[src/logic/fb_pkg.sv]
// Shared widths and types for the frame buffer reader
// Single clock; depths are powers of two
package fb_pkg;

	//////////////////////////////
	// Widths and depths
	//////////////////////////////

	// Bus side
	localparam int ADDR_W       = 20;
	localparam int DATA_W       = 32;

	// Pixel side, packed MSB first into each bus word
	localparam int PIX_W        = 8;
	localparam int PIX_PER_WORD = 4;

	// Row and column counters
	localparam int DIM_W        = 11;

	// FIFO and burst sizing
	localparam int FIFO_LG      = 5;
	localparam int BURST_LG     = 4;
	localparam int FIFO_DEPTH   = 1 << FIFO_LG;
	localparam int BURST_LEN    = 1 << BURST_LG;

	//////////////////////////////
	// Types
	//////////////////////////////

	typedef logic [ADDR_W-1:0]  addr_t;
	typedef logic [DATA_W-1:0]  word_t;
	typedef logic [PIX_W-1:0]   pix_t;
	typedef logic [DIM_W-1:0]   dim_t;
	typedef logic [FIFO_LG:0]   fill_t;

	// Frame geometry, stable while enabled
	typedef struct packed {
		addr_t base;
		dim_t  mem_words;
		dim_t  height;
	} vid_cfg_t;

	// Bus word tagged with its frame position
	typedef struct packed {
		logic  vlast;
		logic  hlast;
		word_t data;
	} px_word_t;

	// One AXI stream beat
	typedef struct packed {
		pix_t data;
		logic last;
		logic user;
	} vid_beat_t;

	// Reader FSM
	typedef enum logic [1:0] {
		RD_IDLE,
		RD_REQ,
		RD_DRAIN
	} rd_state_t;

endpackage

[src/logic/px_fifo.sv]
// Synchronous FIFO, combinational head; writer must respect o_fill
`timescale 1ns/1ps
module px_fifo import fb_pkg::*; (
	input  logic     i_clk,
	input  logic     i_reset,
	input  logic     i_wr,
	input  px_word_t i_wr_word,
	input  logic     i_rd,
	output px_word_t o_rd_word,
	output logic     o_empty,
	output fill_t    o_fill
);

	px_word_t mem [FIFO_DEPTH];

	// Extra MSB tells full from empty
	fill_t    wr_ptr;
	fill_t    rd_ptr;

	//////////////////////////////
	// Pointers
	//////////////////////////////

	always_ff @(posedge i_clk or posedge i_reset)
	begin
		if (i_reset)
		begin
			wr_ptr <= '0;
			rd_ptr <= '0;
		end
		else
		begin
			if (i_wr)
				wr_ptr <= wr_ptr + 1'b1;
			if (i_rd)
				rd_ptr <= rd_ptr + 1'b1;
		end
	end

	// Storage
	always_ff @(posedge i_clk)
	begin
		if (i_wr)
			mem[wr_ptr[FIFO_LG-1:0]] <= i_wr_word;
	end

	assign o_fill    = wr_ptr - rd_ptr;
	assign o_empty   = (wr_ptr == rd_ptr);
	assign o_rd_word = mem[rd_ptr[FIFO_LG-1:0]];

	// Reader sizes its bursts from o_fill, unpacker checks o_empty
	a_no_ovf: assert property (@(posedge i_clk) disable iff (i_reset)
		i_wr |-> (o_fill != fill_t'(FIFO_DEPTH)));
	a_no_unf: assert property (@(posedge i_clk) disable iff (i_reset)
		i_rd |-> !o_empty);

endmodule

[src/logic/px_unpacker.sv]
// Splits tagged words into pixels, MSB first
// TLAST marks row ends, TUSER the first pixel of a frame
`timescale 1ns/1ps
module px_unpacker import fb_pkg::*; (
	input  logic      i_clk,
	input  logic      i_reset,
	input  px_word_t  i_word,
	input  logic      i_empty,
	output logic      o_pop,
	input  logic      i_vid_ready,
	output logic      o_vid_valid,
	output vid_beat_t o_vid_beat
);

	localparam int IDX_W = $clog2(PIX_PER_WORD);
	typedef logic [IDX_W-1:0] idx_t;

	word_t sreg;
	idx_t  px_idx;
	logic  hlast;
	logic  vlast;
	logic  sof;
	logic  xfer;
	logic  last_px;

	assign xfer    = o_vid_valid && i_vid_ready;
	assign last_px = (px_idx == idx_t'(PIX_PER_WORD - 1));

	// Refill when idle or as the last pixel leaves, so no bubble
	assign o_pop   = !i_empty && (!o_vid_valid || (xfer && last_px));

	//////////////////////////////
	// Control
	//////////////////////////////

	always_ff @(posedge i_clk or posedge i_reset)
	begin
		if (i_reset)
		begin
			o_vid_valid <= 1'b0;
			px_idx      <= '0;
			hlast       <= 1'b0;
			vlast       <= 1'b0;
			sof         <= 1'b1;
		end
		else
		begin
			if (o_pop)
			begin
				o_vid_valid <= 1'b1;
				px_idx      <= '0;
				hlast       <= i_word.hlast;
				vlast       <= i_word.vlast;
			end
			else if (xfer)
			begin
				px_idx <= px_idx + 1'b1;
				// Word used up and nothing waiting
				if (last_px)
					o_vid_valid <= 1'b0;
			end

			// Next frame starts after the bottom right pixel
			if (xfer)
				sof <= last_px && hlast && vlast;
		end
	end

	//////////////////////////////
	// Pixel shifter
	//////////////////////////////

	always_ff @(posedge i_clk)
	begin
		if (o_pop)
			sreg <= i_word.data;
		else if (xfer)
			sreg <= {sreg[DATA_W-PIX_W-1:0], pix_t'(0)};
	end

	always_comb
	begin
		o_vid_beat.data = sreg[DATA_W-1 -: PIX_W];
		o_vid_beat.last = hlast && last_px;
		o_vid_beat.user = sof;
	end

	// Stream rule, held beat must not change
	a_hold: assert property (@(posedge i_clk) disable iff (i_reset)
		(o_vid_valid && !i_vid_ready) |=> (o_vid_valid && $stable(o_vid_beat)));

endmodule

[src/logic/vid_framebuf.sv]
// Frame buffer reader top, one clock
// Disable only between runs; the FIFO is not flushed
`timescale 1ns/1ps
module vid_framebuf import fb_pkg::*; (
	input  logic      i_clk,
	input  logic      i_reset,
	input  logic      i_cfg_en,
	input  vid_cfg_t  i_cfg,
	output logic      o_wb_cyc,
	output logic      o_wb_stb,
	output addr_t     o_wb_addr,
	input  logic      i_wb_stall,
	input  logic      i_wb_ack,
	input  word_t     i_wb_data,
	output logic      o_vid_valid,
	output vid_beat_t o_vid_beat,
	input  logic      i_vid_ready
);

	// Reader to FIFO
	logic     push;
	px_word_t push_word;
	fill_t    fill;

	// FIFO to unpacker
	logic     pop;
	logic     empty;
	px_word_t head_word;

	// Bus master and position tagging
	wb_burst_reader wb_burst_reader_i (
		.i_clk       (i_clk),
		.i_reset     (i_reset),
		.i_cfg_en    (i_cfg_en),
		.i_cfg       (i_cfg),
		.i_fill      (fill),
		.o_wb_cyc    (o_wb_cyc),
		.o_wb_stb    (o_wb_stb),
		.o_wb_addr   (o_wb_addr),
		.i_wb_stall  (i_wb_stall),
		.i_wb_ack    (i_wb_ack),
		.i_wb_data   (i_wb_data),
		.o_push      (push),
		.o_push_word (push_word)
	);

	px_fifo px_fifo_i (
		.i_clk     (i_clk),
		.i_reset   (i_reset),
		.i_wr      (push),
		.i_wr_word (push_word),
		.i_rd      (pop),
		.o_rd_word (head_word),
		.o_empty   (empty),
		.o_fill    (fill)
	);

	// Pixel stream out
	px_unpacker px_unpacker_i (
		.i_clk       (i_clk),
		.i_reset     (i_reset),
		.i_word      (head_word),
		.i_empty     (empty),
		.o_pop       (pop),
		.i_vid_ready (i_vid_ready),
		.o_vid_valid (o_vid_valid),
		.o_vid_beat  (o_vid_beat)
	);

endmodule

[src/logic/wb_burst_reader.sv]
// Pipelined read-only Wishbone master; needs mem_words >= 2 and height >= 2
// Config must hold still while i_cfg_en is high
`timescale 1ns/1ps
module wb_burst_reader import fb_pkg::*; (
	input  logic     i_clk,
	input  logic     i_reset,
	input  logic     i_cfg_en,
	input  vid_cfg_t i_cfg,
	input  fill_t    i_fill,
	output logic     o_wb_cyc,
	output logic     o_wb_stb,
	output addr_t    o_wb_addr,
	input  logic     i_wb_stall,
	input  logic     i_wb_ack,
	input  word_t    i_wb_data,
	output logic     o_push,
	output px_word_t o_push_word
);

	typedef logic [BURST_LG:0]  cnt_t;
	typedef logic [FIFO_LG+1:0] sum_t;

	rd_state_t state;
	cnt_t      outstanding;
	cnt_t      req_cnt;
	sum_t      committed;
	logic      accept;
	logic      last_req;

	// Request side position
	dim_t      req_col;
	dim_t      req_row;
	addr_t     row_addr;

	// Ack side position
	dim_t      ack_col;
	dim_t      ack_row;
	logic      ack_hlast;

	assign accept    = o_wb_stb && !i_wb_stall;
	assign o_push    = o_wb_cyc && i_wb_ack;

	// Words owed to the FIFO once this request lands
	assign committed = sum_t'(outstanding) + sum_t'(i_fill) + 1'b1;
	assign last_req  = (req_cnt == cnt_t'(BURST_LEN - 1))
		|| (committed >= sum_t'(FIFO_DEPTH));

	//////////////////////////////
	// Burst FSM
	//////////////////////////////

	always_ff @(posedge i_clk or posedge i_reset)
	begin
		if (i_reset)
		begin
			state    <= RD_IDLE;
			o_wb_cyc <= 1'b0;
			o_wb_stb <= 1'b0;
			req_cnt  <= '0;
		end
		else if (!i_cfg_en)
		begin
			state    <= RD_IDLE;
			o_wb_cyc <= 1'b0;
			o_wb_stb <= 1'b0;
			req_cnt  <= '0;
		end
		else
		begin
			case (state)
			RD_IDLE:
				// Start only with room for a full burst
				if (i_fill < fill_t'(BURST_LEN))
				begin
					state    <= RD_REQ;
					o_wb_cyc <= 1'b1;
					o_wb_stb <= 1'b1;
					req_cnt  <= '0;
				end
			RD_REQ:
				if (accept)
				begin
					req_cnt <= req_cnt + 1'b1;
					if (last_req)
					begin
						o_wb_stb <= 1'b0;
						state    <= RD_DRAIN;
					end
				end
			RD_DRAIN:
				// Final ack closes the cycle
				if (i_wb_ack && outstanding == cnt_t'(1))
				begin
					o_wb_cyc <= 1'b0;
					state    <= RD_IDLE;
				end
			default:
				state <= RD_IDLE;
			endcase
		end
	end

	// Requests in flight
	always_ff @(posedge i_clk or posedge i_reset)
	begin
		if (i_reset)
			outstanding <= '0;
		else if (!i_cfg_en)
			outstanding <= '0;
		else if (accept && !o_push)
			outstanding <= outstanding + 1'b1;
		else if (!accept && o_push)
			outstanding <= outstanding - 1'b1;
	end

	//////////////////////////////
	// Address generation
	//////////////////////////////

	always_ff @(posedge i_clk or posedge i_reset)
	begin
		if (i_reset)
		begin
			req_col   <= '0;
			req_row   <= '0;
			o_wb_addr <= '0;
			row_addr  <= '0;
		end
		else if (!i_cfg_en)
		begin
			// Park at the frame base
			req_col   <= '0;
			req_row   <= '0;
			o_wb_addr <= i_cfg.base;
			row_addr  <= i_cfg.base + addr_t'(i_cfg.mem_words);
		end
		else if (accept)
		begin
			if (req_col == i_cfg.mem_words - dim_t'(1))
			begin
				req_col <= '0;
				if (req_row == i_cfg.height - dim_t'(1))
				begin
					// Frame done, wrap
					req_row   <= '0;
					o_wb_addr <= i_cfg.base;
					row_addr  <= i_cfg.base + addr_t'(i_cfg.mem_words);
				end
				else
				begin
					req_row   <= req_row + 1'b1;
					o_wb_addr <= row_addr;
					row_addr  <= row_addr + addr_t'(i_cfg.mem_words);
				end
			end
			else
			begin
				req_col   <= req_col + 1'b1;
				o_wb_addr <= o_wb_addr + 1'b1;
			end
		end
	end

	//////////////////////////////
	// Ack tagging
	//////////////////////////////

	assign ack_hlast = (ack_col == i_cfg.mem_words - dim_t'(1));

	always_ff @(posedge i_clk or posedge i_reset)
	begin
		if (i_reset)
		begin
			ack_col <= '0;
			ack_row <= '0;
		end
		else if (!i_cfg_en)
		begin
			ack_col <= '0;
			ack_row <= '0;
		end
		else if (state == RD_IDLE)
		begin
			// Nothing in flight, so both sides agree
			ack_col <= req_col;
			ack_row <= req_row;
		end
		else if (o_push)
		begin
			if (ack_hlast)
			begin
				ack_col <= '0;
				if (ack_row == i_cfg.height - dim_t'(1))
					ack_row <= '0;
				else
					ack_row <= ack_row + 1'b1;
			end
			else
				ack_col <= ack_col + 1'b1;
		end
	end

	always_comb
	begin
		o_push_word.data  = i_wb_data;
		o_push_word.hlast = ack_hlast;
		o_push_word.vlast = (ack_row == i_cfg.height - dim_t'(1));
	end

	// Bus protocol checks
	a_stb_cyc: assert property (@(posedge i_clk) disable iff (i_reset)
		o_wb_stb |-> o_wb_cyc);
	a_max_out: assert property (@(posedge i_clk) disable iff (i_reset)
		outstanding <= cnt_t'(BURST_LEN));
	a_no_stray: assert property (@(posedge i_clk) disable iff (i_reset)
		!o_wb_cyc |-> !i_wb_ack);

endmodule

[config.mk]
export PLATFORM = sky130hd
export DESIGN_NAME = vid_framebuf
export DESIGN_NICKNAME = d
export VERILOG_FILES = /design/src/logic/fb_pkg.sv /design/src/logic/px_fifo.sv /design/src/logic/px_unpacker.sv /design/src/logic/vid_framebuf.sv /design/src/logic/wb_burst_reader.sv
export SDC_FILE = /design/constraint.sdc
export NUM_CORES = 2
export LEC_CHECK = 0
export ABC_AREA = 1
export ABC_CLOCK_PERIOD_IN_PS = 4900
export BUFFER_PORTS_ARGS = -buffer_cell sky130_fd_sc_hd__buf_2
export CORE_ASPECT_RATIO = 0.8
export CORE_MARGIN = 1
export CORE_UTILIZATION = 45
export DETAILED_ROUTE_END_ITERATION = 10
export MAX_ROUTING_LAYER = met4
export PLACE_DENSITY = 0.64
export SLEW_MARGIN = 25
export SYNTH_ARGS = -nofsm -noshare
export SYNTH_HDL_FRONTEND = slang
export SYNTH_SLANG_ARGS = --single-unit
[constraint.sdc]
create_clock -name i_clk -period 4.9 [get_ports i_clk]
set_input_delay 0.98 -clock i_clk [delete_from_list [all_inputs] [get_ports i_clk]]
set_output_delay 0.98 -clock i_clk [all_outputs]
set_load 0.05 [all_outputs]
== Word-level counts from Yosys, hierarchy flattened ==
Memory sizes are Yosys's and may differ from the RTL's.
Cells that the tools add are included.

* Flip-flop bits (word level): 148
* RAM bits: 1088
* Input port bits: 80
* Output and inout port bits: 33
* Word-level logic and storage cells: 142
* Memories: 1

{| class="wikitable"
|+ Memories
! memory !! words !! bits a word !! rd ports !! clocked after Yosys merged registers in !! wr ports !! RTL line !! RTL
|-
| px_fifo_i.mem || 32 || 34 || 1 || 0 || 1 || px_fifo.sv:14 || <nowiki>px_word_t mem [FIFO_DEPTH];</nowiki>
|}

* $add $sub $neg: 18
* $lt $le $gt $ge: 2
* Eq/ne operators: 21
* Muxes and demuxes: 54
* Reductions and logical operators: 27

{| class="wikitable"
|+ Operators by type and width
! cell !! count
|-
| 11-bit 2-to-1 mux || 16
|-
| 20-bit 2-to-1 mux || 8
|-
| 32-bit 2-to-1 mux || 2
|-
| 11-bit by 1-bit adder with 11-bit output, second input constant || 4
|-
| 11-bit equality test || 4
|-
| 20-bit by 11-bit adder with 20-bit output || 2
|-
| 5-bit 2-to-1 mux || 6
|-
| 11-bit by 1-bit subtractor with 11-bit output, second input constant || 2
|-
| 20-bit by 1-bit adder with 20-bit output, second input constant || 1
|-
| 3-bit by 1-bit inequality test with 1-bit output, second input constant || 5
|-
| 2-bit 2-to-1 mux || 7
|-
| 6-bit by 1-bit adder with 6-bit output, second input constant || 2
|-
| 3-bit by 2-bit inequality test with 1-bit output, second input constant || 4
|-
| 1-bit 2-to-1 mux || 11
|-
| 5-bit by 1-bit adder with 5-bit output, second input constant || 2
|-
| 1-bit logical AND || 10
|-
| 5-bit one-hot mux with 2 select lines || 1
|-
| 4-bit AND reduction || 2
|-
| 5-bit by 6-bit adder with 7-bit output || 1
|-
| 7-bit by 1-bit adder with 7-bit output, second input constant || 1
|-
| 7-bit by 6-bit >= comparator with 1-bit output, second input constant || 1
|-
| 6-bit equality test || 1
|-
| 6-bit by 5-bit < comparator with 1-bit output, second input constant || 1
|-
| 2-bit one-hot mux with 3 select lines || 1
|-
| other kinds (15) || 27
|}

== Depth between registers and ports, before layout ==
* Depth in word-level cells: 9
* Depth in mapped cells: 20

== Hierarchy ==
From an unflattened synthesis, not the netlist that was laid out.

* Cells, all modules: 5436
* Area total of the unflattened synthesis: 55946.2 um^2

{| class="wikitable"
|+ By module, submodules not included
! module !! times used !! cells each !! area each (um^2) !! seq. area each (um^2)
|-
| px_fifo || 1 || 3723 || 44477.7 || 32971.6
|-
| wb_burst_reader || 1 || 1540 || 9639.2 || 2452.4
|-
| px_unpacker || 1 || 173 || 1829.3 || 1112.3
|}

== Worst setup path after synthesis ==
No wires, ideal clock.

* Path type: input to register
* Start: in i_cfg[12] (netlist name)
* End: mem px_fifo_i.mem[0][32] (netlist name) (data pin)
* Setup time: 540 ps
* Data arrival time: 3808 ps
* Required time: 4360 ps
* Setup slack: 552 ps
* Cell stages on the path: 11
* Path buffers: 0
* Cells stage by stage: inv_1 ha_1 inv_1 nand2_1 nand2_1 inv_1 nand2_1 a21oi_1 nand3_1 nand3b_1 nor4_1

{| class="wikitable"
|+ RTL lines
! item !! RTL line !! RTL
|-
| start, declared || vid_framebuf.sv:8 || <nowiki>input vid_cfg_t i_cfg,</nowiki>
|-
| end, declared || px_fifo.sv:14 ||
|}

== Worst setup path after layout ==
* Start: reg px_fifo_i.rd_ptr[1]
* End: reg px_unpacker_i.sreg[15] (data pin)

* Word-level cells in the longest chain between the ends: 4
* Elaborated cells between the ends (all ways): 5

{| class="wikitable"
|+ Ends and longest elaborated chain
! item !! RTL line !! RTL
|-
| start, declared || px_fifo.sv:18 || <nowiki>fill_t rd_ptr;</nowiki>
|-
| start signal, assigned || px_fifo.sv:36 || <nowiki>rd_ptr <= rd_ptr + 1'b1;</nowiki>
|-
| parallel branches: the longest is 3 deep, another holds memory 32 x 34 bit || -- ||
|-
| 32-bit 2-to-1 mux * || px_unpacker.sv:75 || <nowiki>if (o_pop)</nowiki>
|-
| end signal, assigned || px_unpacker.sv:76 || <nowiki>sreg <= i_word.data;</nowiki>
|-
| end signal, assigned || px_unpacker.sv:78 || <nowiki>sreg <= {sreg[DATA_W-PIX_W-1:0], pix_t'(0)};</nowiki>
|-
| end, declared || px_unpacker.sv:18 || <nowiki>word_t sreg;</nowiki>
|}

Every way passes the cells marked *.
A chain may end at the register's enable or synchronous reset.

==> run metrics <==
vias in the first global route=~35000; clk_lat worst skew=770 ps; sequential area share after synthesis=0.681; chip height=311 um; Critical Path Start Type=register; DPL Wire Length=between 80000 and 90000 um; CP Data Required Time=about 5400 ps; count of cell types in the netlist=53; main combinational cell family by area after synthesis=simple AND/OR/NAND/NOR gates; Initial Util=0.457; met2 Resource Use GR=0.369; die width=388 um; switching power=between 10 and 15 mW; Detail Route Antenna Nets=0; worst slew pin tran=1080 ps; GR Overflow Total=0; mean area per synthesized cell=roughly 11 sq um; Top FF cell, synth=edfxtp_1; first-pass detailed-route iteration total=6; pin count of the biggest net entering global routing=168; Synth Area in XOR/XNOR=0.0135; clk root buf=clkbuf_16; Slew Limit Fails=0; nets=between 4000 and 5000; status=finished, final reports clean; max-cap violation count=0; via count=roughly 38000; asr flop ratio synth=0.0939; maximum vdd drop=roughly 0.42 mV; DRC=0; cts repair resizes=0; Post-synth EDFFs=roughly 1100; layout cells sized above 1=0.0954; max_slew headroom=0.279; post-synthesis register bit count=around 1200; routed wire length=between 150000 and 200000 um; Mapped Cells=between 4000 and 5000; Longest Clk Path Bufs=3; Fin Setup TNS=0 ps; initial antenna violation count=10; sw frac=0.368; fin crit period=3610 ps; unrepaired setup endpoints after global routing=no; Clock Power Share=0.290; gr busiest metal=met1; die area=0.121 sq mm; non-filler cells, final=6429; Max Fclk=277 MHz; I/O Buffers=approximately 110; Worst Path Max Fanout=between 90 and 100; Row Count=approximately 110; total CTS buffers=~120; Post-Place Cells=6208; Final Wtd Congestion=0.924; Vias/cell=around 5.9; Final Hold Fails=0; sequential share of power=0.400; combinational share of power=0.310; Int Power=around 20 mW; CTS tree=yes; num ports=roughly 110; # hold bufs at CTS=0; Min-Delay Path Class=in -> async; TritonCTS sink count=1236; Synth Area in Compound Gates=0.112; simple-gate area share of the yosys netlist=0.144; adder-cell share of the synthesized area=0.0128; Core Footprint=approximately 0.12 sq mm; final number of setup-violating endpoints=0; Post-Syn Area=~0.054 sq mm; PwrDens=~530 mW/mm^2; Net Count, Synth=between 4000 and 5000; Final period util=0.736; multiplexer share of the synthesized area=0; grt met1 use=0.379; first-pass GRT wire length=227000 um; Leakage Power=around 21 nW; CP Capture Type=register; final setup skew=~72 ps; drt initial violations=4608; total setup buffers inserted after CTS=0; YS warnings=0; area grow syn2layout=11.8%; clock slew at reported path FFs=~70 ps; DR WL/cell=between 20 and 25 um; Crit path arrival time=4100 ps; crit path kind=reg -> reg; total track usage=0.257; H-tree depth=3; routing usage on met3=0.0420
layer usage:
layer  vias up  part of all wire
met1     18600              0.44
met5         -                 0
met4         0             0.025
met2      1800              0.44
met3       265             0.093
li1      17200                 -
synthesized netlist by cell type (2+ instances only):
cell,count,area (sq um)
buf_1,11,41.3
o21ai_0,606,3030
clkinv_1,3,11.3
ha_1,50,626
a211oi_1,13,97.6
o221ai_1,103,902
inv_2,5,18.8
o22ai_1,173,1080
nor4_1,10,62.6
and2_1,3,18.8
o211ai_1,27,203
dlygate4sd1_1,3,26.3
fa_1,3,60.1
nor3_1,36,180
nand2_1,699,2620
xnor2_1,19,166
nor2_4,5,56.3
buf_2,22,110
nand4_1,72,450
xor2_1,64,561
nand3_2,5,50.1
nor2_2,10,62.6
nor2_1,704,2640
o21ai_1,18,90.1
or2_2,6,37.5
nand3b_1,10,75.1
a21boi_0,2,15.0
nor3b_1,3,22.5
a31oi_1,7,43.8
inv_1,203,762
o21bai_1,2,15.0
nand2_2,18,113
clkbuf_1,217,815
buf_4,14,105
buf_6,9,101
nand3_1,249,1250
dfrtp_1,115,2880
a21oi_1,95,475
edfxtp_1,1120,33600
stage by stage:
stage	hold WS, ps	power (mW)	area, sq um	utilization	setup WS [ps]
global placement	469	22.4	56200	0.478	844
detailed placement	474	22.5	56200	0.478	862
floorplan	449	19.2	53700	-	552
CTS	352	31.6	60000	0.511	1350
global route	387	33.0	60000	0.511	1160
finish	333	31.6	60000	0.511	1290
cell families (layout without fill, tap and decap cells):
kind of cell    count (synthesis)  count (layout)
simple gates                 1836            1836
flops                        1236            1236
compound gates               1051            1051
buf+inv                       489             626
xor+xnor                       83              83
fa+ha+maj                      53              53
other cells                     0               5
state kept, by name (all words and copies together), names as in the netlist, 2 cells and up:
name / count
wb_burst_reader_i.ack_col: 11
wb_burst_reader_i.req_row: 11
px_fifo_i.mem: 1088
wb_burst_reader_i.outstanding: 5
wb_burst_reader_i.ack_row: 11
px_fifo_i.rd_ptr: 6
wb_burst_reader_i.state: 2
px_unpacker_i.px_idx: 2
wb_burst_reader_i.o_wb_addr: 20
wb_burst_reader_i.row_addr: 20
px_unpacker_i.sreg: 32
px_fifo_i.wr_ptr: 6
wb_burst_reader_i.req_col: 11
wb_burst_reader_i.req_cnt: 5
cell usage in the layout, fill, tap and decap left out, types with 111 or more instances in the layout:
cell | synthesis | final
buf_2 | 22 | 112
clkbuf_16 | 0 | 118
dfrtp_1 | 115 | 111
edfxtp_1 | 1120 | 1120
inv_1 | 203 | 198
nand2_1 | 699 | 697
nand3_1 | 249 | 249
nor2_1 | 704 | 673
o21ai_0 | 606 | 606
o22ai_1 | 173 | 173
power groups by stage:
stage / Sequential (mW) / Combinational (mW) / Clock [mW]
2_1_floorplan: 12.6 / 6.58 / 0
3_3_place_gp: 12.8 / 9.51 / 0
3_5_place_dp: 12.8 / 9.66 / 0
4_1_cts: 12.6 / 9.68 / 9.26
5_1_grt: 12.7 / 10.7 / 9.62
6_report: 12.6 / 9.79 / 9.16
worst max-delay path, stage by stage, from the launching register on:
cell and delay, ps:
dfrtp_4 650, inv_8 530, ha_1 260, nand4_1 80, nand3b_1 280, nand2_2 170
clkinv_1 480, buf_4 490, nand3_1 270, nand2_1 130
area by class of cell:
type	count	area, sq um
Antenna cell	5	12.5
Clock buffer	157	3150
Clock inverter	59	697
Fill cell	10200	57400
Inverter	212	821
Multi-Input combinational cell	3023	15400
Sequential cell	1236	36500
Tap cell	1539	1930
Timing Repair Buffer	198	1490
worst paths after layout:
path	end	slack [ps]	depth (start not counted)	startpoint
max	px_unpacker_i.sreg[15]	1290	9	px_fifo_i.rd_ptr[1]
min	wb_burst_reader_i.o_wb_addr[4]	330	2	i_reset
max reg2reg	px_unpacker_i.sreg[15]	1290	9	px_fifo_i.rd_ptr[1]
min reg2reg	wb_burst_reader_i.req_cnt[4]	490	2	wb_burst_reader_i.req_cnt[4]
max in group asynchronous	wb_burst_reader_i.ack_row[7]	3480	3	i_reset
min in group i_clk	wb_burst_reader_i.req_cnt[4]	490	2	wb_burst_reader_i.req_cnt[4]
(Power assumes the default switching activity.)
